### src/dbg_pkg.sv
package dbg_pkg;

    localparam int DATA_W       = 8;
    localparam int WORD_W       = 32;
    localparam int CLKS_PER_BIT = 8;
    localparam int FIFO_DEPTH   = 16;
    localparam int IMEM_AW      = 8;     // 256 program words
    localparam int REG_AW       = 5;     // 32 registers, 32 data words

    localparam int BIT_CNT_W    = $clog2(CLKS_PER_BIT);
    localparam int FIFO_AW      = $clog2(FIFO_DEPTH);

    // Host command bytes
    localparam logic [DATA_W-1:0] CMD_START = 8'h07;
    localparam logic [DATA_W-1:0] CMD_LOAD  = 8'hFE;
    localparam logic [DATA_W-1:0] CMD_DEBUG = 8'hFC;
    localparam logic [DATA_W-1:0] CMD_RUN   = 8'hF0;
    localparam logic [DATA_W-1:0] CMD_NEXT  = 8'h01;
    localparam logic [DATA_W-1:0] CMD_END   = 8'hF8;

    typedef enum logic [3:0] {
        IDLE,
        GET_CMD,
        LOAD_SIZE,
        LOAD_BYTE,
        WRITE_INST,
        STEP_WAIT,
        STEP_PULSE,
        RUN,
        DUMP_REG,
        DUMP_MEM,
        DUMP_PC
    } dbg_state_t;

endpackage

### src/fifo_if.sv
`timescale 1ns/1ps

interface fifo_if;
    import dbg_pkg::*;

    logic              wr;
    logic [DATA_W-1:0] wdata;
    logic              rd;
    logic [DATA_W-1:0] rdata;   // Head entry, valid while not empty
    logic              empty;
    logic              full;

    modport writer (
        output wr, wdata,
        input  full
    );

    modport reader (
        output rd,
        input  rdata, empty
    );

    modport storage (
        input  wr, wdata, rd,
        output rdata, empty, full
    );

endinterface

### src/byte_fifo.sv
`timescale 1ns/1ps

module byte_fifo (
    input  logic    i_clock,
    input  logic    i_reset,
    fifo_if.storage fifo
);
    import dbg_pkg::*;

    logic [DATA_W-1:0]  mem [FIFO_DEPTH];
    logic [FIFO_AW-1:0] wr_ptr;
    logic [FIFO_AW-1:0] rd_ptr;
    logic [FIFO_AW:0]   count;
    logic               do_wr;
    logic               do_rd;

    assign do_wr = fifo.wr && !fifo.full;
    assign do_rd = fifo.rd && !fifo.empty;

    assign fifo.rdata = mem[rd_ptr];            // Fall-through head
    assign fifo.empty = (count == '0);
    assign fifo.full  = (count == (FIFO_AW + 1)'(FIFO_DEPTH));

    always_ff @(posedge i_clock) begin
        if (do_wr) begin
            mem[wr_ptr] <= fifo.wdata;
        end
    end

    always_ff @(posedge i_clock or posedge i_reset) begin
        if (i_reset) begin
            wr_ptr <= '0;
            rd_ptr <= '0;
            count  <= '0;
        end else begin
            if (do_wr) begin
                wr_ptr <= wr_ptr + 1'b1;        // Wraps at depth
            end
            if (do_rd) begin
                rd_ptr <= rd_ptr + 1'b1;
            end
            case ({do_wr, do_rd})
                2'b10:   count <= count + 1'b1;
                2'b01:   count <= count - 1'b1;
                default: count <= count;        // Idle or both
            endcase
        end
    end

    // Writers and readers must respect the flags themselves
    assert property (@(posedge i_clock) disable iff (i_reset)
        !(fifo.wr && fifo.full));

    assert property (@(posedge i_clock) disable iff (i_reset)
        !(fifo.rd && fifo.empty));

endmodule

### src/flat_wrapper.sv
// flat-port wrapper written by rule: the top's interface ports become plain ports
module byte_fifo_flat import dbg_pkg::*;
  (i_clock, i_reset, fifo_wr, fifo_wdata, fifo_rd, fifo_rdata, fifo_empty, fifo_full);
  fifo_if fifo_i ();
  input  logic i_clock;
  input  logic i_reset;
  input wire logic [$bits(fifo_i.wr)-1:0] fifo_wr;
  input wire logic [$bits(fifo_i.wdata)-1:0] fifo_wdata;
  input wire logic [$bits(fifo_i.rd)-1:0] fifo_rd;
  output wire logic [$bits(fifo_i.rdata)-1:0] fifo_rdata;
  output wire logic [$bits(fifo_i.empty)-1:0] fifo_empty;
  output wire logic [$bits(fifo_i.full)-1:0] fifo_full;
  assign fifo_i.wr = fifo_wr;
  assign fifo_i.wdata = fifo_wdata;
  assign fifo_i.rd = fifo_rd;
  assign fifo_rdata = fifo_i.rdata;
  assign fifo_empty = fifo_i.empty;
  assign fifo_full = fifo_i.full;
  byte_fifo u_core (.i_clock(i_clock), .i_reset(i_reset), .fifo(fifo_i));
endmodule
### config.mk
export PLATFORM = sky130hd
export DESIGN_NAME = byte_fifo_flat
export DESIGN_NICKNAME = d
export VERILOG_FILES = /design/src/dbg_pkg.sv /design/src/fifo_if.sv /design/src/byte_fifo.sv /design/src/flat_wrapper.sv
export SDC_FILE = /design/constraint.sdc
export NUM_CORES = 1
export LEC_CHECK = 0
export BUFFER_PORTS_ARGS = -buffer_cell sky130_fd_sc_hd__buf_2
export CAP_MARGIN = 10
export CORE_MARGIN = 2
export CORE_UTILIZATION = 35
export DETAILED_ROUTE_END_ITERATION = 10
export PLACE_DENSITY = 0.46
export SYNTH_ARGS = -nofsm -noshare
export SYNTH_HDL_FRONTEND = slang
export SYNTH_SLANG_ARGS = --single-unit
export TNS_END_PERCENT = 30
### constraint.sdc
create_clock -name i_clock -period 3.96 [get_ports i_clock]
set_clock_uncertainty 0.2 [all_clocks]
set_input_delay 0 -clock i_clock [delete_from_list [all_inputs] [get_ports i_clock]]
set_output_delay 0 -clock i_clock [all_outputs]
set_load 0.01 [all_outputs]
# --- Yosys cells after proc, flatten, opt, wreduce, memory -nomap -nowiden ---
# Memories as Yosys holds them, arrays and structs flattened.
# Index checks and enable logic that the tools add are counted.
classes:
  n_mul: 0
  reduce_logical: 6
  eq_ne: 3
  n_bitwise: 0
  shift: 0
  div: 0
  addsub: 4
  magnitude_cmp: 0
  mux: 3
op_table:
  columns: ["cell", "n"]
  rows:
  - ["one-hot mux 5 bit (2 select lines)", 1]
  - ["adder 4 x 1 -> 4 bit, second input constant", 2]
  - ["adder 5 x 1 -> 5 bit, second input constant", 1]
  - ["equality test 5 bit, second input constant", 1]
  - ["logical NOT 5 bit", 1]
  - ["subtractor 5 x 1 -> 5 bit, second input constant", 1]
  - ["equality test 2 x 1 -> 1 bit, second input constant", 1]
  - ["equality test 2 bit, second input constant", 1]
  - ["logical AND 1 bit", 2]
  - ["logical NOT 1 bit", 2]
  - ["two-way mux 1 bit", 2]
  - ["nonzero test 2 bit", 1]
totals:
  mem_bits_ro: 0
  output_inout_bits: 10
  input_bits: 12
  mem_count: 1
  wordCells: 20
  latchBits: 0
  ff_bits: 13
  ramBits: 128
mem_list:
  columns: ["memory", "depth", "width", "rd", "rd_ports_with_merged_regs", "write_ports", "line_no", "text"]
  rows:
  - ["u_core.mem", 16, 8, 1, 0, 1, "byte_fifo.sv:10", "logic [DATA_W-1:0] mem [FIFO_DEPTH];"]

# --- Depth between registers and ports, before layout ---
depth:
  ltp_word: 5
  depth_mapped: 9

# --- Least setup slack after synthesis ---
# No wires, ideal clock.
synth_path:
  path_kind: "reg2reg"
  startpoint: "reg u_core.count[0]"
  endpoint: "reg u_core.count[4]"
  path_slack_ns: 1.134
  arrival_time_ns: 2.546
  path_stages_with_launch: 9
  setup_ns: 0.080
  t_required_ns: 3.680
  path_cell_list: "dfrtp_1 or4_4 o21a_4 ha_1 fa_1 a21o_1 a21oi_1 mux2i_1 xnor2_1"
synth_between:
  elab_chain_cells: 5
synth_lines:
  columns: ["element", "line_no", "text"]
  rows:
  - ["from (decl)", "byte_fifo.sv:13", "logic [FIFO_AW:0] count;"]
  - ["from (signal assigned)", "byte_fifo.sv:43", "2'b10: count <= count + 1'b1;"]
  - ["from (signal assigned)", "byte_fifo.sv:44", "2'b01: count <= count - 1'b1;"]
  - ["from (signal assigned)", "byte_fifo.sv:45", "default: count <= count;"]
  - ["logical NOT 5 bit *", "byte_fifo.sv:21", "assign fifo.empty = (count == '0);"]
  - ["logical NOT 1 bit *", "byte_fifo.sv:18", "assign do_rd = fifo.rd && !fifo.empty;"]
  - ["logical AND 1 bit *", "byte_fifo.sv:18", null]
  - ["named net u_core.do_rd", "byte_fifo.sv:15", "logic do_rd;"]
  - ["equality test 2 x 1 -> 1 bit or equality test 2 bit (tied branches)", "byte_fifo.sv:42", "case ({do_wr, do_rd})"]
  - ["one-hot mux 5 bit (2 select lines) or nonzero test 2 bit (tied branches)", null, null]
# The timed path passes the listed nets; every way through them passes the cells marked *.
# A chain may end at the register's enable or synchronous reset.

# --- Worst setup path after layout ---
# Ends and elaborated chain as after synthesis.

==> out/qor.yml <==
setup_path:
  worstPathMaxFanout: 6
  arrival_ns: 3.14
  worstRegToRegCells: 8
  critical_path_class: "register to register"
  reg2reg_slack_ns: 0.97
  r2r-start: "u_core.count[0]$_DFFE_PP0P_"
  critPathRequiredTime_ns: 4.10
  setup.worst_path.start_class: "register"
  cp-end-kind: "register"
  r2r_end: "u_core.count[4]$_DFFE_PP0P_"
  cp-startpoint: "u_core.count[0]$_DFFE_PP0P_"
power_and_ir_drop:
  swShare_pct: 32.1
  clkPwrFrac_pct: 28.8
  pwr-share-seq_pct: 41.4
  peakVddDrop_uv: 318
  power.internal_uw: 3330
  p_comb_share_pct: 29.9
  p_switching_uw: 1570
  pwr_density_cell_nw_per_um2: 730
  p_leak_uw: 0.00234
cells_and_area:
  multi_input_area_um2: 1450
  final_common_cell: "edfxtp_1"
  stdcell_count: 590
  drive_above_1_share_pct: 20.1
  seq_area_um2: 4170
  nets: 385
  mostFrequentLayoutCells: "128 x edfxtp_1, 33 x mux2i_1, 21 x buf_2"
  antenna_cells: 0
  fillerInstances: 1448
  area_delta_synth_final_pct: 17.3
route:
  routed_wl_um: 11800
  firstDrtPassIters: 4
  num_vias: 2879
  routedWlPerCell_um: 19.9
  drt_iter0_drc: 230
  drcViolationCount: 0
  avgViaCountPerCell: 4.88
  final_antenna_net_count: 0
floorplanning:
  rows: 46
  die_h_um: 132
  core_area_um2: 15900
  pin_count: 22
  die-area_um2: 17400
  die_x_um: 132
  start_util_pct: 35.9
clock_tree:
  post_cts_resized: 0
  clk_pin_slew_worst_paths_ns: 0.06
  clkLatencyLatePin_ns: 0.42
  htree_levels: 4
  cts_made_buffers: 17
  cts_tree: "done"
  clock_path_buffers: 2
  cts_sinks: 141
  root_buffer: "clkbuf_16"
synth:
  synth_cell_types: 34
  syn_inst: 320
  synth_edf_count: 128
  yosysSeqAreaShare_pct: 72.8
  synthArstFlopShare_pct: 9.22
  avgSynthCellArea_um2: 17.9
  syn-num-nets: 342
  synthFlopType: "edfxtp_1"
  ys_seq_elements: 141
  synth_area_um2: 5730
  yosysWarnings: 0
placement:
  pre_cts_ws_ns: 0.959
  port_buffers: 21
  place_congestion: 0.728
  placed_cells: 548
  hpwl_um: 7590
grt:
  overflow: 0
  grt_max_degree: 23
  track_usage_pct: 14.6
  grt_pass1_vias: 2984
  grt_pass1_wl_um: 18400
  antenna_found_initial: 0
timing:
  slew_headroom_pct: 37.7
  drv_slew: 0
  fin_crit_sh_pct: 75.6
  worst_slack_ns: 0.965
  finalHoldViolCount: 0
  worst_pin_slew_ns: 0.931
  setup_tns_ns: 0
  period_minus_slack_ns: 2.99
  grt_setup_unrepaired: "no"
  timing.fmax_ghz: 0.334
  setup_viol: 0
hold_path:
  hold_path_depth: 4
  hp-class: "input port to register"
  min_from: "fifo_rd"
  min_to: "u_core.rd_ptr[0]$_DFFE_PP0P_"
outcome:
  status: "finished, final reports clean"
flow_run:
  cap_violations: 0
worst max path at each step:
stage                                  endpoint  slack [ns]
detailed placement  u_core.count[4]$_DFFE_PP0P_        0.96
CTS                 u_core.count[4]$_DFFE_PP0P_        0.95
global route        u_core.count[4]$_DFFE_PP0P_        0.85
global placement    u_core.count[4]$_DFFE_PP0P_        0.99
floorplan           u_core.count[4]$_DFFE_PP0P_        1.13
finish              u_core.count[4]$_DFFE_PP0P_        0.97
registers in the layout, summed over array words and instances (netlist names):
signal and flops:
u_core.wr_ptr 4, u_core.mem 128, u_core.rd_ptr 4, u_core.count 5
per-stage QoR:
stage          utilization [%]  cell area, um2  hold slack (ns)  power (uW)
2_1_floorplan                -            5730           -0.323        3050
3_3_place_gp              38.2            6080           -0.129        3540
3_5_place_dp              38.2            6080           -0.136        3550
4_1_cts                   42.2            6720            0.244        4970
5_1_grt                   42.2            6720            0.274        5180
6_report                  42.2            6720            0.256        4900
worst max-delay path, stage by stage, from the launching register on:
cell,delay (ns)
dfrtp_1,0.44
or4_4,0.57
o21a_4,0.24
ha_1,0.29
fa_1,0.42
a21o_1,0.20
a21oi_1,0.20
mux2i_1,0.23
xnor2_1,0.13
power by group through the flow:
| stage | clock [uW] | sequential (uW) | combinational, uW |
|---|---|---|---|
| floorplan | 0 | 1920 | 1130 |
| CTS | 1440 | 2030 | 1500 |
| global route | 1500 | 2070 | 1610 |
| global placement | 0 | 2060 | 1490 |
| finish | 1410 | 2030 | 1460 |
| detailed placement | 0 | 2060 | 1480 |
cell families (layout without fill, tap and decap cells):
| kind of cell | Yosys count | count (layout) | synth area share (%) |
|---|---|---|---|
| XOR/XNOR | 10 | 10 | 1.53 |
| flip-flops | 141 | 141 | 72.8 |
| buffers and inverters | 22 | 76 | 1.97 |
| adder cells (fa/ha/maj) | 10 | 10 | 2.31 |
| AO/OA/AOI/OAI | 41 | 41 | 5.37 |
| multiplexers | 51 | 51 | 12.5 |
| AND/OR/NAND/NOR | 45 | 45 | 3.54 |
final cells by class:
| type | instances | area share, % |
|---|---|---|
| clock inverter | 8 | 1.06 |
| clock buffer | 22 | 6.61 |
| multi-input combinational | 157 | 21.5 |
| tap | 216 | 4.02 |
| timing repair buffer | 41 | 4.43 |
| sequential | 141 | 62.1 |
| inverter | 5 | 0.279 |
repair_timing:
action | 4_1_cts | 5_1_grt
hold buffers | 12 | 0
buffers inserted | 0 | 0
setup endpoints to repair | 0 | 0
hold endpoints to repair | 148 | 0
per-layer routing:
layer  vias to the layer above  part of all wire, %  global-route usage, %
met5                         -                    0                      0
met4                         0                  1.7                   6.82
met3                        14                  3.4                   3.58
met2                        45                   47                   21.6
met1                      1471                   48                   20.3
li1                       1349                    -                      -
cells in the mapped netlist (4+ instances only):
master / number / area (um2)
a221oi_1: 16 / 140
a22oi_1: 8 / 60.1
buf_2: 6 / 30.0
buf_4: 4 / 30.0
clkbuf_1: 4 / 15.0
dfrtp_1: 13 / 325
edfxtp_1: 128 / 3840
ha_1: 9 / 113
inv_1: 5 / 18.8
mux2i_1: 33 / 330
mux4_2: 16 / 360
nand2_1: 17 / 63.8
nor2_1: 14 / 52.6
nor3_1: 4 / 20.0
o21ai_0: 11 / 55.1
xnor2_1: 8 / 70.1
(Power assumes the default switching activity.)
