$ cat config.mk
export PLATFORM = sky130hd
export DESIGN_NAME = uart_rx_flat
export DESIGN_NICKNAME = d
export VERILOG_FILES = /design/src/dbg_pkg.sv /design/src/fifo_if.sv /design/src/uart_rx.sv /design/src/flat_wrapper.sv
export SDC_FILE = /design/constraint.sdc
export NUM_CORES = 1
export LEC_CHECK = 0
export BUFFER_PORTS_ARGS = -buffer_cell sky130_fd_sc_hd__buf_2
export CORE_MARGIN = 5
export CORE_UTILIZATION = 57
export DETAILED_ROUTE_END_ITERATION = 6
export PLACE_DENSITY = 0.9
export SLEW_MARGIN = 0
export SYNTH_ARGS = -nofsm -noshare
export SYNTH_HDL_FRONTEND = slang
export SYNTH_SLANG_ARGS = --single-unit
$ cat constraint.sdc
create_clock -name i_clock -period 3.45 [get_ports i_clock]
set_input_delay 0.5175 -clock i_clock [delete_from_list [all_inputs] [get_ports i_clock]]
set_output_delay 0.5175 -clock i_clock [all_outputs]
set_load 0.05 [all_outputs]
$ cat src/dbg_pkg.sv
package dbg_pkg;

    localparam int DATA_W       = 8;
    localparam int WORD_W       = 32;
    localparam int CLKS_PER_BIT = 8;
    localparam int FIFO_DEPTH   = 16;
    localparam int IMEM_AW      = 8;     // 256 program words
    localparam int REG_AW       = 5;     // 32 registers, 32 data words

    localparam int BIT_CNT_W    = $clog2(CLKS_PER_BIT);
    localparam int FIFO_AW      = $clog2(FIFO_DEPTH);

    // Host command bytes
    localparam logic [DATA_W-1:0] CMD_START = 8'h07;
    localparam logic [DATA_W-1:0] CMD_LOAD  = 8'hFE;
    localparam logic [DATA_W-1:0] CMD_DEBUG = 8'hFC;
    localparam logic [DATA_W-1:0] CMD_RUN   = 8'hF0;
    localparam logic [DATA_W-1:0] CMD_NEXT  = 8'h01;
    localparam logic [DATA_W-1:0] CMD_END   = 8'hF8;

    typedef enum logic [3:0] {
        IDLE,
        GET_CMD,
        LOAD_SIZE,
        LOAD_BYTE,
        WRITE_INST,
        STEP_WAIT,
        STEP_PULSE,
        RUN,
        DUMP_REG,
        DUMP_MEM,
        DUMP_PC
    } dbg_state_t;

endpackage

$ cat src/fifo_if.sv
`timescale 1ns/1ps

interface fifo_if;
    import dbg_pkg::*;

    logic              wr;
    logic [DATA_W-1:0] wdata;
    logic              rd;
    logic [DATA_W-1:0] rdata;   // Head entry, valid while not empty
    logic              empty;
    logic              full;

    modport writer (
        output wr, wdata,
        input  full
    );

    modport reader (
        output rd,
        input  rdata, empty
    );

    modport storage (
        input  wr, wdata, rd,
        output rdata, empty, full
    );

endinterface

$ cat src/uart_rx.sv
`timescale 1ns/1ps

module uart_rx (
    input  logic   i_clock,
    input  logic   i_reset,
    input  logic   i_rx,
    fifo_if.writer fifo
);
    import dbg_pkg::*;

    logic                 rx_meta;
    logic                 rx_sync;
    logic                 busy;
    logic [BIT_CNT_W-1:0] clk_cnt;
    logic [3:0]           bit_cnt;      // 0 start, 1..8 data, 9 stop
    logic [DATA_W-1:0]    shift;
    logic                 wr;
    logic                 sample;

    assign sample     = busy && (clk_cnt == '0);
    assign fifo.wr    = wr;
    assign fifo.wdata = shift;

    always_ff @(posedge i_clock or posedge i_reset) begin
        if (i_reset) begin
            rx_meta <= 1'b1;
            rx_sync <= 1'b1;
            busy    <= 1'b0;
            clk_cnt <= '0;
            bit_cnt <= '0;
            wr      <= 1'b0;
        end else begin
            rx_meta <= i_rx;
            rx_sync <= rx_meta;
            wr      <= 1'b0;
            if (!busy) begin
                if (!rx_sync) begin                 // Start bit edge
                    busy    <= 1'b1;
                    clk_cnt <= BIT_CNT_W'(CLKS_PER_BIT / 2 - 1);
                    bit_cnt <= '0;
                end
            end else if (clk_cnt != '0) begin
                clk_cnt <= clk_cnt - 1'b1;
            end else begin
                clk_cnt <= BIT_CNT_W'(CLKS_PER_BIT - 1);
                bit_cnt <= bit_cnt + 1'b1;
                if (bit_cnt == 4'd0 && rx_sync) begin
                    busy <= 1'b0;                   // Glitch, not a start bit
                end else if (bit_cnt == 4'd9) begin
                    busy <= 1'b0;
                    wr   <= rx_sync && !fifo.full;  // Drop on bad stop or full
                end
            end
        end
    end

    // LSB arrives first
    always_ff @(posedge i_clock) begin
        if (sample && bit_cnt inside {[4'd1:4'd8]}) begin
            shift <= {rx_sync, shift[DATA_W-1:1]};
        end
    end

endmodule

$ cat src/flat_wrapper.sv
// flat-port wrapper written by rule: the top's interface ports become plain ports
module uart_rx_flat import dbg_pkg::*;
  (i_clock, i_reset, i_rx, fifo_wr, fifo_wdata, fifo_full);
  fifo_if fifo_i ();
  input  logic i_clock;
  input  logic i_reset;
  input  logic i_rx;
  output wire logic [$bits(fifo_i.wr)-1:0] fifo_wr;
  output wire logic [$bits(fifo_i.wdata)-1:0] fifo_wdata;
  input wire logic [$bits(fifo_i.full)-1:0] fifo_full;
  assign fifo_wr = fifo_i.wr;
  assign fifo_wdata = fifo_i.wdata;
  assign fifo_i.full = fifo_full;
  uart_rx u_core (.i_clock(i_clock), .i_reset(i_reset), .i_rx(i_rx), .fifo(fifo_i));
endmodule
Yosys cells after proc, flatten, opt, wreduce, memory -nomap -nowiden
Index checks and enable logic that the tools add are counted.
W data, S select, Z words.
- input port bits: 4
- word-level logic and storage cells: 39
- output and inout port bits: 9
- flip-flop bits (word level): 19
- equality and inequality tests: 3
- add/sub/neg operators: 2
- $lt $le $gt $ge: 2
- muxes and demuxes: 15
- reductions and logical operators: 10
- operators with widths (kind ; number):
    $mux W4 ; 3
    $mux W1 ; 9
    $mux W3 ; 3
    $logic_and A1 B1 Y1 ; 5
    $add A4 B1 Y4 const B ; 1
    $eq A4 B4 Y1 const B ; 1
    $ge A4 B1 Y1 const B ; 1
    $le A4 B4 Y1 const B ; 1
    $logic_not A4 Y1 ; 1
    $ne A2 B2 Y1 const B ; 2
    $logic_not A3 Y1 ; 1
    $reduce_bool A3 Y1 ; 1
    $sub A3 B1 Y3 const B ; 1
    $reduce_and A2 Y1 ; 1
    $logic_not A1 Y1 ; 1

Logic depth before layout (Yosys ltp)
Gate-level depths: netlist (run 1).
- depth in word-level cells: 6
- depth in mapped cells: 5
- gate-level depth less buffers: 5

Least setup slack after synthesis (run 1)
Ideal clock, no wire load.
- path kind: register to register
- start: register u_core.clk_cnt[0]
- end: register u_core.shift[0], in the netlist u_core.fifo.wdata[0] (enable)
- required time: 3.064 ns
- clock period less this slack: 1.886 ns
- arrival time: 1.499 ns
- cell stages (with the launch flop): 5
- setup slack: 1.564 ns
- setup time: 0.386 ns
- path buffers: 0
- cells stage by stage: dfrtp_1 inv_1 ha_1 nand3b_4 a211oi_1
- word-level cells in the longest chain between the ends: 3
- ends and longest elaborated chain (item ; RTL line ; source):
    start, declared ; uart_rx.sv:14 ; logic [BIT_CNT_W-1:0] clk_cnt;
    start signal, assigned ; uart_rx.sv:39 ; clk_cnt <= BIT_CNT_W'(CLKS_PER_BIT / 2 - 1);
    start signal, assigned ; uart_rx.sv:43 ; clk_cnt <= clk_cnt - 1'b1;
    start signal, assigned ; uart_rx.sv:45 ; clk_cnt <= BIT_CNT_W'(CLKS_PER_BIT - 1);
    $logic_not A3 Y1 ; uart_rx.sv:20 ; assign sample = busy && (clk_cnt == '0);
    $logic_and A1 B1 Y1 ; uart_rx.sv:20 ;
    $logic_and A1 B1 Y1 ; uart_rx.sv:59 ; if (sample && bit_cnt inside {[4'd1:4'd8]}) begin
    end signal, assigned ; uart_rx.sv:60 ; shift <= {rx_sync, shift[DATA_W-1:1]};
    end, declared ; uart_rx.sv:16 ; logic [DATA_W-1:0] shift;
Every way passes these cells.
A chain may end at the register's enable or synchronous reset.

Final worst setup path (run 1)
- start: register u_core.clk_cnt[0]
- end: register u_core.shift[3], in the netlist u_core.fifo.wdata[3] (enable)
The elaborated chain is that of the path after synthesis.

==> impl_metrics.json, run 1 <==
{
  "status": "finished, final reports clean",
  "overflow": 0,
  "start_kind": "register",
  "antennaDiodeCount": 0,
  "hold_ws_ps": 184,
  "post_cts_buffers": 0,
  "skew_ps": 11.8,
  "rsz0062_at_grt": "false",
  "post_drt_wl_per_cell_um": 14.3,
  "cts_resized": 0,
  "numPortBuffers": 12,
  "first_pass_iters": 4,
  "cap_violations": 0,
  "cp_data_arrival_time_ps": 2060,
  "end_kind": "register",
  "post-route-util_pct": 69.0,
  "worstPathMaxFanout": 10,
  "irDropWorstVdd_mv": 0.337,
  "clock_latency_ps": 300,
  "worstPathRequired_ps": 3370,
  "syn_nets": 73,
  "ios": 13,
  "synth_seq_cells": 19,
  "period_needed_ps": 2150,
  "critPathBufInv": 1,
  "hpwlAfterDp_um": 1070,
  "postSynthCellCount": 64,
  "clk_pin_slew_ps": 110,
  "final_cell_count_no_fill": 94,
  "powerDensity_mw_per_mm2": 747,
  "period_share_pct": 62.2,
  "coreArea_mm2": 0.00135,
  "clock-sinks": 19,
  "max_freq_mhz": 466,
  "grt_pass1_wl_um": 2390,
  "cts_tree": "done",
  "yosysUniqueCellTypes": 25,
  "numCtsBuffers": 3,
  "num_vias": 517,
  "fin_tns_setup_ps": 0,
  "drive_above_1_share_pct": 26.6,
  "layout_common_cells": "buf_2 (12), inv_1 (9), dfrtp_1 (9)",
  "grt_max_degree": 12,
  "place.gp.congestion": 0.780,
  "viasPerCell": 5.50,
  "antenna_found_initial": 0,
  "ant_nets": 0,
  "areaGrowthSynthToFinish_pct": 11.4,
  "cts-root-buf": "clkbuf_4",
  "nets": 89,
  "htree_levels": 1,
  "worst_path_max_delay_cell": "a211oi_1",
  "dp_cells": 90,
  "yosys_warnings": 0,
  "hold_violations": 0,
  "die_h_um": 48.3,
  "die_w_um": 48.3,
  "slew_viol_final": 0,
  "final_common_cell": "buf_2",
  "timing.slew.headroom_pct": 30.0,
  "hold_buffers": 0,
  "async_flop_share_pct": 57.9,
  "start_util_pct": 61.9,
  "synth_area_um2": 836,
  "grt_usage_pct": 15.5,
  "yosys_most_used_dff": "dfrtp_1",
  "place_area_um2": 903,
  "p_leak_nw": 0.439,
  "cts_max_path_buffers": 2,
  "critical_path_class": "register to register",
  "hold_class": "input port to async pin",
  "drc": 0,
  "worst_slew_pin_slew_ps": 1040,
  "cpLargestDelayFamily": "compound AO/OA/AOI/OAI gates",
  "seq_area_frac_synth_pct": 62.0,
  "avgSynthCellArea_um2": 13.1,
  "final_area_um2": 931,
  "synth_edf_count": 8,
  "drt_first_iter_violations": 9,
  "critPathMaxStageDelay_ps": 850,
  "drt_wl_total_um": 1350,
  "rows": 13,
  "die_area_mm2": 0.00233,
  "path_cells": "inv_1 -> ha_1 -> nand3b_4 -> a211oi_1",
  "grt_pass1_vias": 577,
  "finalSetupViolCount": 0,
  "r2r_slack_ps": 1300
}
[registers in the layout, indices dropped and copies added, names as in the netlist]
register and count:
u_core.bit_cnt 4, u_core.busy 1, u_core.clk_cnt 3, u_core.fifo.wdata 8
u_core.fifo.wr 1, u_core.rx_meta 1, u_core.rx_sync 1
[power breakdown]
part / switching (mW) / internal (mW) / leakage [nW]
combinational: 0.155 / 0.0885 / 0.218
sequential: 0.0458 / 0.297 / 0.203
clock: 0.0664 / 0.0431 / 0.0177
[per-stage QoR]
stage / setup WS, ps / total power [mW]
after detailed placement: 1280 / 0.593
after global routing: 1110 / 0.758
after CTS: 1270 / 0.704
after floorplan: 1560 / 0.539
final: 1300 / 0.696
after global placement: 1420 / 0.573
[synthesized netlist by cell type, drive strengths merged, types with 2 or more instances]
cell type / instances / area share (%)
nor2: 4 / 2.1
dfstp: 2 / 6.3
ha: 5 / 7.5
nand2: 3 / 1.3
nand3b: 3 / 4.2
o21ai: 4 / 2.4
dfrtp: 9 / 27
and3: 2 / 1.5
edfxtp: 8 / 29
a21oi: 3 / 1.8
a211oi: 2 / 1.8
inv: 9 / 4.0
[area by class of cell]
cell class	count	area (um2)
multi-input cells	35	273
repair buffers	12	60.1
clock buffers	3	22.5
fillers	95	419
inverters	9	33.8
well taps	15	18.8
clock inverters	1	5.00
flip-flops and latches	19	518
[worst reg2reg max path, delay by kind of cell (launching register included)]
kind / cells / cell delay, ps
compound gates: 1 / 850
flops: 1 / 400
simple gates: 1 / 160
buf+inv: 1 / 100
fa+ha+maj: 1 / 250
[layer usage]
metal	wire length [um]	vias to the layer above	track usage (%)
li1	-	252	-
met1	553	246	17.4
met2	693	17	26.8
met3	87	2	3.69
met4	11	0	8.06
met5	0	-	0
[cells by family after synthesis]
family	share of synthesized area (%)
and+or+nand+nor	14.2
AOI/OAI and AO/OA	9.73
adders and majority gates	7.49
buffers and inverters	5.39
DFF	62.0
muxes	1.20
[worst paths after layout]
kind	start	endpoint	cells after the start
worst max-delay path	u_core.clk_cnt[0]$_DFFE_PP0P_	u_core.fifo.wdata[3]$_DFFE_PP_	4
worst min-delay path	i_reset	u_core.clk_cnt[1]$_DFFE_PP0P_	2
worst max register to register	u_core.clk_cnt[0]$_DFFE_PP0P_	u_core.fifo.wdata[3]$_DFFE_PP_	4
worst min register to register	u_core.rx_meta$_DFF_PP1_	u_core.rx_sync$_DFF_PP1_	0
max in group asynchronous	i_reset	u_core.rx_sync$_DFF_PP1_	2
min in group i_clock	i_rx	u_core.rx_meta$_DFF_PP1_	1
No activity file was read; power rests on OpenSTA's default activity.
==> inputs of run 2 (changes only) <==
Settings changed: CORE_UTILIZATION 57 to 53, PLACE_DENSITY 0.9 to 0.85.
Clock period 3.45 ns to 2.1 ns, I/O delays scaled along.
==> run 2 against run 1 <==
Compared with the run above:
- register-to-register slack worse by 770 ps
- setup slack got worse by 770 ps
- cell area increased by 1.9%
- cell count rose by 3.2%
- clock-buffer cell count is 1 higher
- clock power increased by 62%
- non-clock buffer count up 2
- largest power group unchanged
- highest routed layer unchanged
==> impl_metrics.json, run 2 (same netlist as run 1, synthesis figures left out) <==
{
  "largest_register_ffs": 8,
  "die_area_mm2": 0.00247,
  "final.fill_count": 115,
  "worstPathMaxFanout": 10,
  "period_needed_ps": 1570,
  "switching_share_pct": 37.5,
  "p_clk_share_pct": 15.5,
  "r2r-start": "u_core.clk_cnt[0]$_DFFE_PP0P_",
  "critPathLaunch": "u_core.clk_cnt[0]$_DFFE_PP0P_",
  "drive_above_1_share_pct": 25.9,
  "multiInputGateArea_um2": 273,
  "numCtsBuffers": 3,
  "register_area_um2": 518,
  "worst_slew_pin_slew_ps": 396,
  "cts_resized": 0,
  "clk_pin_slew_ps": 100,
  "htree_levels": 1,
  "end_kind": "register",
  "overflow": 0,
  "rows": 14,
  "worstPathRequired_ps": 2110,
  "start_kind": "register",
  "critical_path_class": "register to register",
  "place.gp.congestion": 0.803,
  "clock_latency_ps": 290,
  "hold_violations": 0,
  "die_w_um": 49.7,
  "internal-power_uw": 713,
  "viasPerCell": 5.44,
  "cts_tree": "done",
  "grt_pass1_wl_um": 2380,
  "drt_wl_total_um": 1280,
  "place_area_um2": 912,
  "final_common_cell": "buf_2",
  "hpwlAfterDp_um": 974,
  "cts_max_path_buffers": 2,
  "antennaDiodeCount": 0,
  "drc": 0,
  "first_pass_iters": 4,
  "coreArea_mm2": 0.00151,
  "fin_tns_setup_ps": 0,
  "ios": 13,
  "clock-sinks": 19,
  "cap_violations": 0,
  "die_h_um": 49.7,
  "grt_pass1_vias": 544,
  "rsz0062_at_grt": "false",
  "slew_viol_final": 0,
  "layout_common_cells": "buf_2 (12), inv_1 (9), dfrtp_1 (9)",
  "period_share_pct": 74.6,
  "dp_cells": 92,
  "cp_data_arrival_time_ps": 1580,
  "total_power_mw": 1.14,
  "status": "finished, final reports clean",
  "nets": 91,
  "fin_ws_ps": 532,
  "final_cell_count_no_fill": 97,
  "timing.slew.headroom_pct": 73.5,
  "areaGrowthSynthToFinish_pct": 13.5,
  "dp_slack_ps": 525,
  "switchingPower_uw": 427,
  "worstHoldStart": "i_rx",
  "seqPwrFrac_pct": 49.1,
  "combPwrFrac_pct": 35.4,
  "antenna_found_initial": 0,
  "drt_first_iter_violations": 4,
  "final_area_um2": 948,
  "cts-root-buf": "clkbuf_4",
  "numPortBuffers": 12,
  "p_leak_nw": 0.446,
  "grt_usage_pct": 12.7,
  "num_vias": 528,
  "start_util_pct": 55.5,
  "finalSetupViolCount": 0,
  "grt_max_degree": 12,
  "powerDensity_mw_per_mm2": 1200,
  "skew_ps": 0.729,
  "max_freq_mhz": 638,
  "post_drt_wl_per_cell_um": 13.2,
  "irDropWorstVdd_mv": 0.759,
  "ant_nets": 0,
  "hold_class": "input port to register"
}
run 2: cell count changes in the layout (fill, tap and decap cells not counted), sizes merged:
cell / previous run / this run
buf: 12 / 13
clkbuf: 3 / 4
dlygate4sd3: 0 / 1
clkinv: 1 / 0
run 2: final cells by class:
cell class,count,share of cell area (%)
clock buffer,4,2.77
inverter,9,3.56
timing repair buffer,14,8.18
multi-input combinational,35,28.8
tap,16,2.11
sequential,19,54.6
run 2: worst paths after layout:
path | to | slack, ps | cells past startpoint
worst max-delay path | u_core.fifo.wdata[1]$_DFFE_PP_ | 530 | 5
worst min-delay path | u_core.rx_meta$_DFF_PP1_ | 110 | 1
worst max register to register | u_core.fifo.wdata[1]$_DFFE_PP_ | 530 | 5
worst min register to register | u_core.rx_sync$_DFF_PP1_ | 360 | 0
max in group asynchronous | u_core.rx_sync$_DFF_PP1_ | 1240 | 3
min in group asynchronous | u_core.bit_cnt[0]$_DFFE_PP0P_ | 550 | 3
run 2: worst max-delay path, cell delays in order (launching register included):
cell      delay, ps
dfrtp_1         390
inv_1           100
ha_1            240
nand3b_4        160
a211oi_1        200
buf_4           200
run 2: what timing repair did:
action	in CTS	in global routing
endpoints found under the hold margin	9	0
setup buffers	0	0
hold buffers	1	0
setup endpoints to repair	0	0
run 2: routing by layer:
layer	global-route usage, %	up-vias	routed length (um)
met5	0	-	0
met4	6.55	0	21
met3	3.31	4	83
met2	21.6	13	626
met1	14.4	255	549
li1	-	256	-
run 2: stage by stage:
step                util [%]  hold slack, ps
finish                  63.0             111
global route            63.0             101
CTS                     63.0             104
detailed placement      60.5             315
global placement        60.5             310
floorplan                  -             166
run 2: power groups by stage:
| stage | clock, mW | sequential, mW | combinational [mW] |
|---|---|---|---|
| after floorplan | 0 | 0.624 | 0.261 |
| after global placement | 0 | 0.561 | 0.388 |
| after detailed placement | 0 | 0.566 | 0.404 |
| after CTS | 0.185 | 0.560 | 0.407 |
| after global routing | 0.203 | 0.577 | 0.461 |
| final | 0.177 | 0.560 | 0.403 |
