--- src/dbg_pkg.sv ---
package dbg_pkg;

    localparam int DATA_W       = 8;
    localparam int WORD_W       = 32;
    localparam int CLKS_PER_BIT = 8;
    localparam int FIFO_DEPTH   = 16;
    localparam int IMEM_AW      = 8;     // 256 program words
    localparam int REG_AW       = 5;     // 32 registers, 32 data words

    localparam int BIT_CNT_W    = $clog2(CLKS_PER_BIT);
    localparam int FIFO_AW      = $clog2(FIFO_DEPTH);

    // Host command bytes
    localparam logic [DATA_W-1:0] CMD_START = 8'h07;
    localparam logic [DATA_W-1:0] CMD_LOAD  = 8'hFE;
    localparam logic [DATA_W-1:0] CMD_DEBUG = 8'hFC;
    localparam logic [DATA_W-1:0] CMD_RUN   = 8'hF0;
    localparam logic [DATA_W-1:0] CMD_NEXT  = 8'h01;
    localparam logic [DATA_W-1:0] CMD_END   = 8'hF8;

    typedef enum logic [3:0] {
        IDLE,
        GET_CMD,
        LOAD_SIZE,
        LOAD_BYTE,
        WRITE_INST,
        STEP_WAIT,
        STEP_PULSE,
        RUN,
        DUMP_REG,
        DUMP_MEM,
        DUMP_PC
    } dbg_state_t;

endpackage

--- src/fifo_if.sv ---
`timescale 1ns/1ps

interface fifo_if;
    import dbg_pkg::*;

    logic              wr;
    logic [DATA_W-1:0] wdata;
    logic              rd;
    logic [DATA_W-1:0] rdata;   // Head entry, valid while not empty
    logic              empty;
    logic              full;

    modport writer (
        output wr, wdata,
        input  full
    );

    modport reader (
        output rd,
        input  rdata, empty
    );

    modport storage (
        input  wr, wdata, rd,
        output rdata, empty, full
    );

endinterface

--- src/uart_tx.sv ---
`timescale 1ns/1ps

module uart_tx (
    input  logic   i_clock,
    input  logic   i_reset,
    fifo_if.reader fifo,
    output logic   o_tx
);
    import dbg_pkg::*;

    logic                 busy;
    logic [BIT_CNT_W-1:0] clk_cnt;
    logic [3:0]           bit_cnt;
    logic [DATA_W:0]      shift;       // Data plus stop bit
    logic                 bit_end;

    assign fifo.rd = !busy && !fifo.empty;
    assign bit_end = busy && (clk_cnt == '0);

    always_ff @(posedge i_clock or posedge i_reset) begin
        if (i_reset) begin
            busy    <= 1'b0;
            o_tx    <= 1'b1;
            clk_cnt <= '0;
            bit_cnt <= '0;
        end else if (fifo.rd) begin
            busy    <= 1'b1;
            o_tx    <= 1'b0;                    // Start bit
            clk_cnt <= BIT_CNT_W'(CLKS_PER_BIT - 1);
            bit_cnt <= '0;
        end else if (busy) begin
            if (clk_cnt != '0) begin
                clk_cnt <= clk_cnt - 1'b1;
            end else begin
                clk_cnt <= BIT_CNT_W'(CLKS_PER_BIT - 1);
                if (bit_cnt == 4'd9) begin
                    busy <= 1'b0;               // Stop bit done, line stays high
                end else begin
                    o_tx    <= shift[0];
                    bit_cnt <= bit_cnt + 1'b1;
                end
            end
        end
    end

    always_ff @(posedge i_clock) begin
        if (fifo.rd) begin
            shift <= {1'b1, fifo.rdata};
        end else if (bit_end) begin
            shift <= {1'b1, shift[DATA_W:1]};
        end
    end

endmodule

--- src/flat_wrapper.sv ---
// flat-port wrapper written by rule: the top's interface ports become plain ports
module uart_tx_flat import dbg_pkg::*;
  (i_clock, i_reset, o_tx, fifo_rd, fifo_rdata, fifo_empty);
  fifo_if fifo_i ();
  input  logic i_clock;
  input  logic i_reset;
  output logic o_tx;
  output wire logic [$bits(fifo_i.rd)-1:0] fifo_rd;
  input wire logic [$bits(fifo_i.rdata)-1:0] fifo_rdata;
  input wire logic [$bits(fifo_i.empty)-1:0] fifo_empty;
  assign fifo_rd = fifo_i.rd;
  assign fifo_i.rdata = fifo_rdata;
  assign fifo_i.empty = fifo_empty;
  uart_tx u_core (.i_clock(i_clock), .i_reset(i_reset), .fifo(fifo_i), .o_tx(o_tx));
endmodule
--- config.mk ---
export PLATFORM = sky130hd
export DESIGN_NAME = uart_tx_flat
export DESIGN_NICKNAME = d
export VERILOG_FILES = /design/src/dbg_pkg.sv /design/src/fifo_if.sv /design/src/uart_tx.sv /design/src/flat_wrapper.sv
export SDC_FILE = /design/constraint.sdc
export NUM_CORES = 1
export LEC_CHECK = 0
export ABC_AREA = 1
export BUFFER_PORTS_ARGS = -buffer_cell sky130_fd_sc_hd__buf_2
export CAP_MARGIN = 20
export CORE_AREA = 2 2 43 45
export DETAILED_ROUTE_END_ITERATION = 10
export DIE_AREA = 0 0 45 47
export HOLD_SLACK_MARGIN = 0.03
export PLACE_DENSITY = 0.73
export REMOVE_ABC_BUFFERS = 1
export SLEW_MARGIN = 20
export SYNTH_ARGS = -nofsm -noshare
export SYNTH_HDL_FRONTEND = slang
export SYNTH_SLANG_ARGS = --single-unit
export TNS_END_PERCENT = 50
--- constraint.sdc ---
create_clock -name i_clock -period 1.8 [get_ports i_clock]
set_input_delay 0.18 -clock i_clock [delete_from_list [all_inputs] [get_ports i_clock]]
set_output_delay 0.18 -clock i_clock [all_outputs]
set_load 0.02 [all_outputs]
---- Word-level counts from Yosys, hierarchy flattened ----
Index checks and enable logic that the tools add are counted.
storage, ports and cells
  register bits after elaboration ......... 17
  output and inout bits ................... 2
  logic and storage cells ................. 36
operators by class
  add/sub/neg operators ................... 2
  equal/unequal tests ..................... 3
  multiplexer cells ....................... 17
  reductions and logical operators ........ 9
operator list
  kind                                              count
  two-way mux 4 bit                                 4
  two-way mux 8 bit                                 2
  two-way mux 3 bit                                 3
  two-way mux 1 bit                                 8
  adder 4 x 1 -> 4 bit, second input constant       1
  equality test 4 bit, second input constant        1
  != test 2 bit, second input constant              2
  nonzero test 2 bit                                2
  logical NOT 3 bit                                 1
  AND reduction 3 bit                               1
  nonzero test 3 bit                                1
  subtractor 3 x 1 -> 3 bit, second input constant  1
  logical AND 1 bit                                 2
  logical NOT 1 bit                                 2

---- Logic depth before layout (Yosys ltp) ----
Gate-level depths: netlist of run 1.
  word-level depth ........................ 5
  depth in mapped cells ................... 8
  depth with buffers taken out ............ 8

---- Least setup slack after synthesis of run 1 ----
Ideal clock, no wire load.
  path type ............................... register to register
  start ................................... reg u_core.busy
  end ..................................... reg u_core.shift[7], data pin
  setup time .............................. 0.259 ns
  data arrival time ....................... 1.113 ns
  required time ........................... 1.541 ns
  setup slack ............................. 0.428 ns
  stages on the path, launching flop included .. 5
  buffers on the path ..................... 1
  path through ............................ dfrtp_1 nor2_4 inv_2 buf_6 or2_1
between the ends
  longest elaborated chain between the ends .. 3
ends and longest elaborated chain
  what                      RTL line           text
  start: declaration        uart_tx.sv:11      logic busy;
  start signal: assignment  uart_tx.sv:22      busy <= 1'b0;
  start signal: assignment  uart_tx.sv:27      busy <= 1'b1;
  start signal: assignment  uart_tx.sv:37      busy <= 1'b0;
  logical NOT 1 bit         uart_tx.sv:17      assign fifo.rd = !busy && !fifo.empty;
  logical AND 1 bit         uart_tx.sv:17
  named net fifo_rd         flat_wrapper.sv:8  output wire logic [$bits(fifo_i.rd)-1:0] fifo_rd;
  two-way mux 8 bit         uart_tx.sv:47      if (fifo.rd) begin
  end signal: assignment    uart_tx.sv:48      shift <= {1'b1, fifo.rdata};
  end signal: assignment    uart_tx.sv:50      shift <= {1'b1, shift[DATA_W:1]};
  end: declaration          uart_tx.sv:14      logic [DATA_W:0] shift;
The timed path passes the listed nets, and every way through them passes these cells.
A chain may end at the register's enable or synchronous reset.

---- Worst setup path after layout of run 1 ----
  start ................................... reg u_core.busy
  end ..................................... reg u_core.bit_cnt[1]
between the ends
  longest elaborated chain between the ends .. 4
  elaborated cells on any way between the ends .. 7
ends and longest elaborated chain
  what                                                                  RTL line       text
  logical NOT 1 bit                                                     uart_tx.sv:17
  logical AND 1 bit                                                     uart_tx.sv:17
  != test 2 bit (no line) / nonzero test 2 bit (equally long branches)  --
  AND reduction 3 bit (no line)                                         --
  end signal: assignment                                                uart_tx.sv:40  bit_cnt <= bit_cnt + 1'b1;
  end: declaration                                                      uart_tx.sv:13  logic [3:0] bit_cnt;
Parallel ways exist; a longest one is shown, timed or not.

==> impl_metrics.toml, run 1 <==
[timing]
finClkSkew_ps = 4.31
finalSetupTns_ps = 0
slew_violations = 0
worst_pin_slew_ps = 335
hold_violations = 0
relSlewSlack_pct = 77.6
rsz0062_at_grt = "false"
final.period_utilization_pct = 79.2
fin_ws_ps = 375
setup_viol = 0
fmax_mhz = 702
fin_crit_ps = 1430

[synth]
synth-seq-cells = 17
syn_inst = 91
yosys_warnings = 0
synth_cell_types = 21
netlist_area_um2 = 838
synth_seq_area_share_pct = 55.7
avgSynthCellArea_um2 = 9.21

[layout]
n_antenna_cell = 0
syn_to_final_growth_pct = 12.8
post-route-util_pct = 57.3
instances_no_fill = 124
nets = 123
drive_gt1_share_pct = 20.6

[setup_path]
arrival_ps = 1600
cp_slowest_cell = "dfrtp_1"
end_kind = "flop"
start_kind = "flop"
crit_type = "flop to flop"
r2r_slack_ps = 370
cp_num_buf_inv = 1
cp_top_family = "simple AND/OR/NAND/NOR gates"
crit_chain = "nor2_4 -> inv_2 -> nand2_2 -> nand2_4 -> nand2_1 -> o21ai_0"
worst_ep_required_time_ps = 1980
crit_path_max_fanout = 13
cp_slowest_stage_delay_ps = 450

[placement]
gp_congestion = 0.807
numPortBuffers = 12
hpwl_um = 993
place_ws_ps = 365
dp_cells = 119

[cts]
clkSinkCount = 17
clockBufferDepth = 2
cts-buffers-inserted = 3
cts_tree = "done"
hold_buffers = 1
htree_levels = 1
cts_setup_buffers = 0
cts_root_buffer = "clkbuf_4"
clk_latency_ps = 280
clk_transition_reported_paths_ps = 100
cts_resized = 0

[route]
dr_total_vias = 628
drt_pass1_iterations = 4
drc = 0
drt_iter0_markers = 16
ant_nets = 0
met1_length_um = 629
top_layer = "met4"
wire_per_inst_um = 10.5
wl_met3_um = 70
vias_per_cell = 5.06
route.met2.wl_um = 576
wirelength_mm = 1.30

[power_and_ir_drop]
powerDensity_nw_per_um2 = 1310
leakagePower_uw = 0.000477
max-vdd-ir-drop_mv = 0.619

[run]
drv_cap = 0

[grt]
grt_usage_pct = 14.8
antenna_found_initial = 0
grt-ovfl-total = 0
grt_pass1_wl_mm = 2.19
grt_start_max_net_pins = 14
grt_pass1_vias = 560

[floorplanning]
io_pins = 13
initial_core_util_pct = 50.8
die-area_um2 = 2120
die_w_um = 45
row_count = 15
die_height_um = 47
core_area_um2 = 1650

[outcome]
status = "complete, no violations"

[hold_path]
min_path_type = "primary input to flop"
-- final cells by class --
| class | count | area, um2 |
|---|---|---|
| Clock inverter | 1 | 5.00 |
| Fill cell | 160 | 706 |
| Sequential cell | 17 | 467 |
| Multi-Input combinational cell | 61 | 315 |
| Tap cell | 17 | 21.3 |
| Clock buffer | 3 | 22.5 |
| Inverter | 12 | 45.0 |
| Timing Repair Buffer | 13 | 70.1 |
-- report_power, final --
part	internal, uW	total (uW)	leakage [uW]	switching, uW
clock network	82.5	199	0.0000177	117
registers	539	622	0.000174	83.4
logic	162	417	0.000285	255
total	783	1240	0.000477	455
-- tightest hold or removal path, stage by stage --
cell and delay, ps:
buf_2 70, nand2_1 40, nand2_1 50
-- cells in the mapped netlist --
cell type / number / area share [%]
ha_1: 4 / 6.0
nand3_1: 4 / 2.4
nor2_4: 1 / 1.3
o22ai_1: 1 / 0.75
xor2_1: 1 / 1.0
nor2_1: 1 / 0.45
nand2_1: 34 / 15
o21ai_1: 3 / 1.8
nand4_1: 2 / 1.5
inv_2: 1 / 0.45
inv_1: 11 / 4.9
nand2_2: 1 / 0.75
edfxtp_1: 8 / 29
o21ai_0: 4 / 2.4
buf_6: 1 / 1.3
a21oi_1: 2 / 1.2
nand2_4: 1 / 1.3
dfrtp_1: 8 / 24
or2_1: 1 / 0.75
or2_2: 1 / 0.75
dfstp_2: 1 / 3.1
-- stage by stage --
step	hold slack, ps	cell area [um2]	total power, uW
6_report	159	946	1240
5_1_grt	168	946	1340
4_1_cts	155	946	1250
3_5_place_dp	151	908	1050
3_3_place_gp	149	908	1050
2_1_floorplan	7.20	827	948
-- layout by cell type (no fill, tap or decap), drive strengths merged --
cell         synthesis  final
a21oi                2      2
buf                  1     12
clkbuf               0      3
clkinv               0      1
dfrtp                8      8
dfstp                1      1
dlygate4sd3          0      1
edfxtp               8      8
ha                   4      4
inv                 12     12
nand2               36     36
nand3                4      4
nand4                2      2
nor2                 2      2
o21ai                7      7
o22ai                1      1
or2                  2      2
xor2                 1      1
-- layer usage --
layer | up-vias | GRT usage, %
met5 | - | 0
met4 | 0 | 9.41
met3 | 4 | 2.69
met2 | 16 | 22.6
met1 | 284 | 19.5
li1 | 324 | -
-- sequential cells by signal, indices dropped and copies added, names as in the netlist --
name	count
u_core.shift	8
u_core.bit_cnt	4
u_core.clk_cnt	3
u_core.busy	1
u_core.o_tx	1
-- worst paths after layout --
kind / depth (start not counted) / end / startpoint
worst max-delay path: 6 / u_core.bit_cnt[1]$_DFFE_PP0P_ / u_core.busy$_DFF_PP0_
worst min-delay path: 3 / u_core.shift[6]$_DFFE_PP_ / fifo_rdata[6]
worst max register to register: 6 / u_core.bit_cnt[1]$_DFFE_PP0P_ / u_core.busy$_DFF_PP0_
worst min register to register: 2 / u_core.o_tx$_DFFE_PP1P_ / u_core.shift[0]$_DFFE_PP_
max in group asynchronous: 3 / u_core.o_tx$_DFFE_PP1P_ / i_reset
min in group asynchronous: 3 / u_core.bit_cnt[1]$_DFFE_PP0P_ / i_reset
-- logic make-up after synthesis --
kind of cell	synth area share [%]
flops	55.7
simple gates	24.5
compound gates	6.12
xor+xnor	1.04
fa+ha+maj	5.97
buf+inv	6.72
(Power assumes the default switching activity.)
==> inputs of run 2 (changes only) <==
--- a/config.mk
+++ b/config.mk
@@ -8,11 +8,11 @@
 export ABC_AREA = 1
 export BUFFER_PORTS_ARGS = -buffer_cell sky130_fd_sc_hd__buf_2
 export CAP_MARGIN = 20
-export CORE_AREA = 2 2 43 45
+export CORE_AREA = 2 2 45 47
 export DETAILED_ROUTE_END_ITERATION = 10
-export DIE_AREA = 0 0 45 47
+export DIE_AREA = 0 0 47 49
 export HOLD_SLACK_MARGIN = 0.03
-export PLACE_DENSITY = 0.73
+export PLACE_DENSITY = 0.7
 export REMOVE_ABC_BUFFERS = 1
 export SLEW_MARGIN = 20
 export SYNTH_ARGS = -nofsm -noshare
==> constraint.sdc (replaced) <==
create_clock -name i_clock -period 1.2 [get_ports i_clock]
set_input_delay 0.12 -clock i_clock [delete_from_list [all_inputs] [get_ports i_clock]]
set_output_delay 0.12 -clock i_clock [all_outputs]
set_load 0.02 [all_outputs]
==> impl_metrics.toml, run 2 (synthesized netlist as in run 1, its figures left out) <==
[placement]
numPortBuffers = 12
hpwl_mm = 1.17
placed_area_um2 = 1000
gp_congestion = 0.820

[power_and_ir_drop]
internal-power_uw = 1460
finalPower_uw = 2370
combinationalPowerShare_pct = 47.9
p_sw_share_pct = 38.1
seq_power_share_pct = 38.9
max-vdd-ir-drop_mv = 1.28
p_clk_share_pct = 13.1
leakagePower_uw = 0.000568
p_switching_uw = 902
powerDensity_nw_per_um2 = 2020

[setup_path]
arrival_ps = 1080
cp_num_buf_inv = 2
cp_slowest_cell = "dfrtp_1"
cp_top_family = "flip-flops"
worst_ep_required_time_ps = 1080
start_kind = "flop"
end_kind = "output port"
cp_slowest_stage_delay_ps = 430
crit_chain = "nor2_4 -> buf_6 -> buf_6"
cpMostUsedCell = "buf_6"
crit_path_max_fanout = 2
r2r_slack_ps = -1
crit_type = "flop to output port"

[route]
drt_iter0_markers = 9
vias_per_cell = 4.63
ant_nets = 0
dr_total_vias = 699
wire_per_inst_um = 11.7
wirelength_mm = 1.77
drc = 0
drt_pass1_iterations = 4

[floorplanning]
core_area_um2 = 1840
row_count = 16
initial_core_util_pct = 45.5
die_w_um = 47
io_pins = 13
die_height_um = 49
die-area_um2 = 2300

[layout]
fillers = 159
finalInstanceArea_um2 = 1170
largest_reg_flops = 8
mostFrequentLayoutCell = "nand2_1"
mostFrequentLayoutCells = "nand2_1 (31), buf_4 (14), buf_2 (11)"
reg_top3 = "u_core.shift x8, u_core.bit_cnt x4, u_core.clk_cnt x3"
top_register = "u_core.shift"
n_antenna_cell = 0
nets = 140
drive_gt1_share_pct = 41.1
post-route-util_pct = 63.7
syn_to_final_growth_pct = 40.0

[timing]
relSlewSlack_pct = 75.5
worst_pin_slew_ps = 368
finClkSkew_ps = 1.01
setup_viol = 1
final.period_utilization_pct = 100
fin_ws_ps = -1.46
fin_crit_ps = 1200
finalSetupTns_ps = -1.46
fmax_mhz = 832
rsz0062_at_grt = "true"
hold_violations = 0
slew_violations = 0

[grt]
grt_usage_pct = 17.7
grt-ovfl-total = 0
grt_pass1_vias = 691
grt_start_max_net_pins = 11
antenna_found_initial = 0
grt_pass1_wl_mm = 2.83

[outcome]
violations = "negative setup slack"
status = "finished with violations"

[cts]
clk_latency_ps = 300
clockBufferDepth = 2
clkSinkCount = 17
cts-buffers-inserted = 3
cts_root_buffer = "clkbuf_4"
htree_levels = 1
cts_tree = "done"
clk_transition_reported_paths_ps = 100

[run]
drv_cap = 0

[hold_path]
min_path_type = "primary input to flop"
## run 2: area by class of cell
| class | count | area (um2) | share of cell area [%] |
|---|---|---|---|
| Tap cell | 27 | 33.8 | 2.88 |
| Multi-Input combinational cell | 61 | 383 | 32.6 |
| Inverter | 12 | 47.5 | 4.05 |
| Clock buffer | 3 | 22.5 | 1.92 |
| Clock inverter | 1 | 5.00 | 0.426 |
| Timing Repair Buffer | 30 | 215 | 18.3 |
| Sequential cell | 17 | 467 | 39.8 |
## run 2: what timing repair did
item / 4_1_cts / 5_1_grt
endpoints found under the setup margin: 15 / 23
gates resized for setup: 15 / 13
buffers inserted: 2 / 4
hold endpoints to repair: 8 / 0
cloned: 0 / 0
hold buffers: 1 / 0
pin swaps: 5 / 6
## run 2: through the flow
step / hold slack, ps / instances / setup WS, ps
global route: 76.8 / 151 / -73.5
finish: 69.8 / 151 / -1.46
detailed placement: 101 / 140 / -114
floorplan: -52.8 / 90 / -169
global placement: 96.7 / 140 / -60.9
CTS: 66.0 / 147 / -4.39
## run 2: power groups by stage
stage	combinational [uW]	sequential, uW	clock [uW]
final	1130	921	311
after CTS	959	910	320
after global routing	1270	940	339
after detailed placement	831	916	0
after floorplan	488	935	0
after global placement	794	905	0
## run 2: path summary, 6_finish.rpt
kind	from	to	cells past startpoint
max	u_core.busy$_DFF_PP0_	fifo_rd	3
min	fifo_rdata[7]	u_core.shift[7]$_SDFFCE_PP1P_	2
max reg2reg	u_core.busy$_DFF_PP0_	u_core.clk_cnt[0]$_DFFE_PP0P_	6
min reg2reg	u_core.shift[0]$_DFFE_PP_	u_core.o_tx$_DFFE_PP1P_	2
max in group asynchronous	i_reset	u_core.o_tx$_DFFE_PP1P_	3
min in group asynchronous	i_reset	u_core.bit_cnt[3]$_DFFE_PP0P_	3
## run 2: routing by layer
layer	wire, um	part of all wire [%]	global-route usage [%]
met2	871	49	28.1
met1	769	44	21.4
met5	0	0	0
met3	65	3.7	2.22
met4	59	3.3	11.6
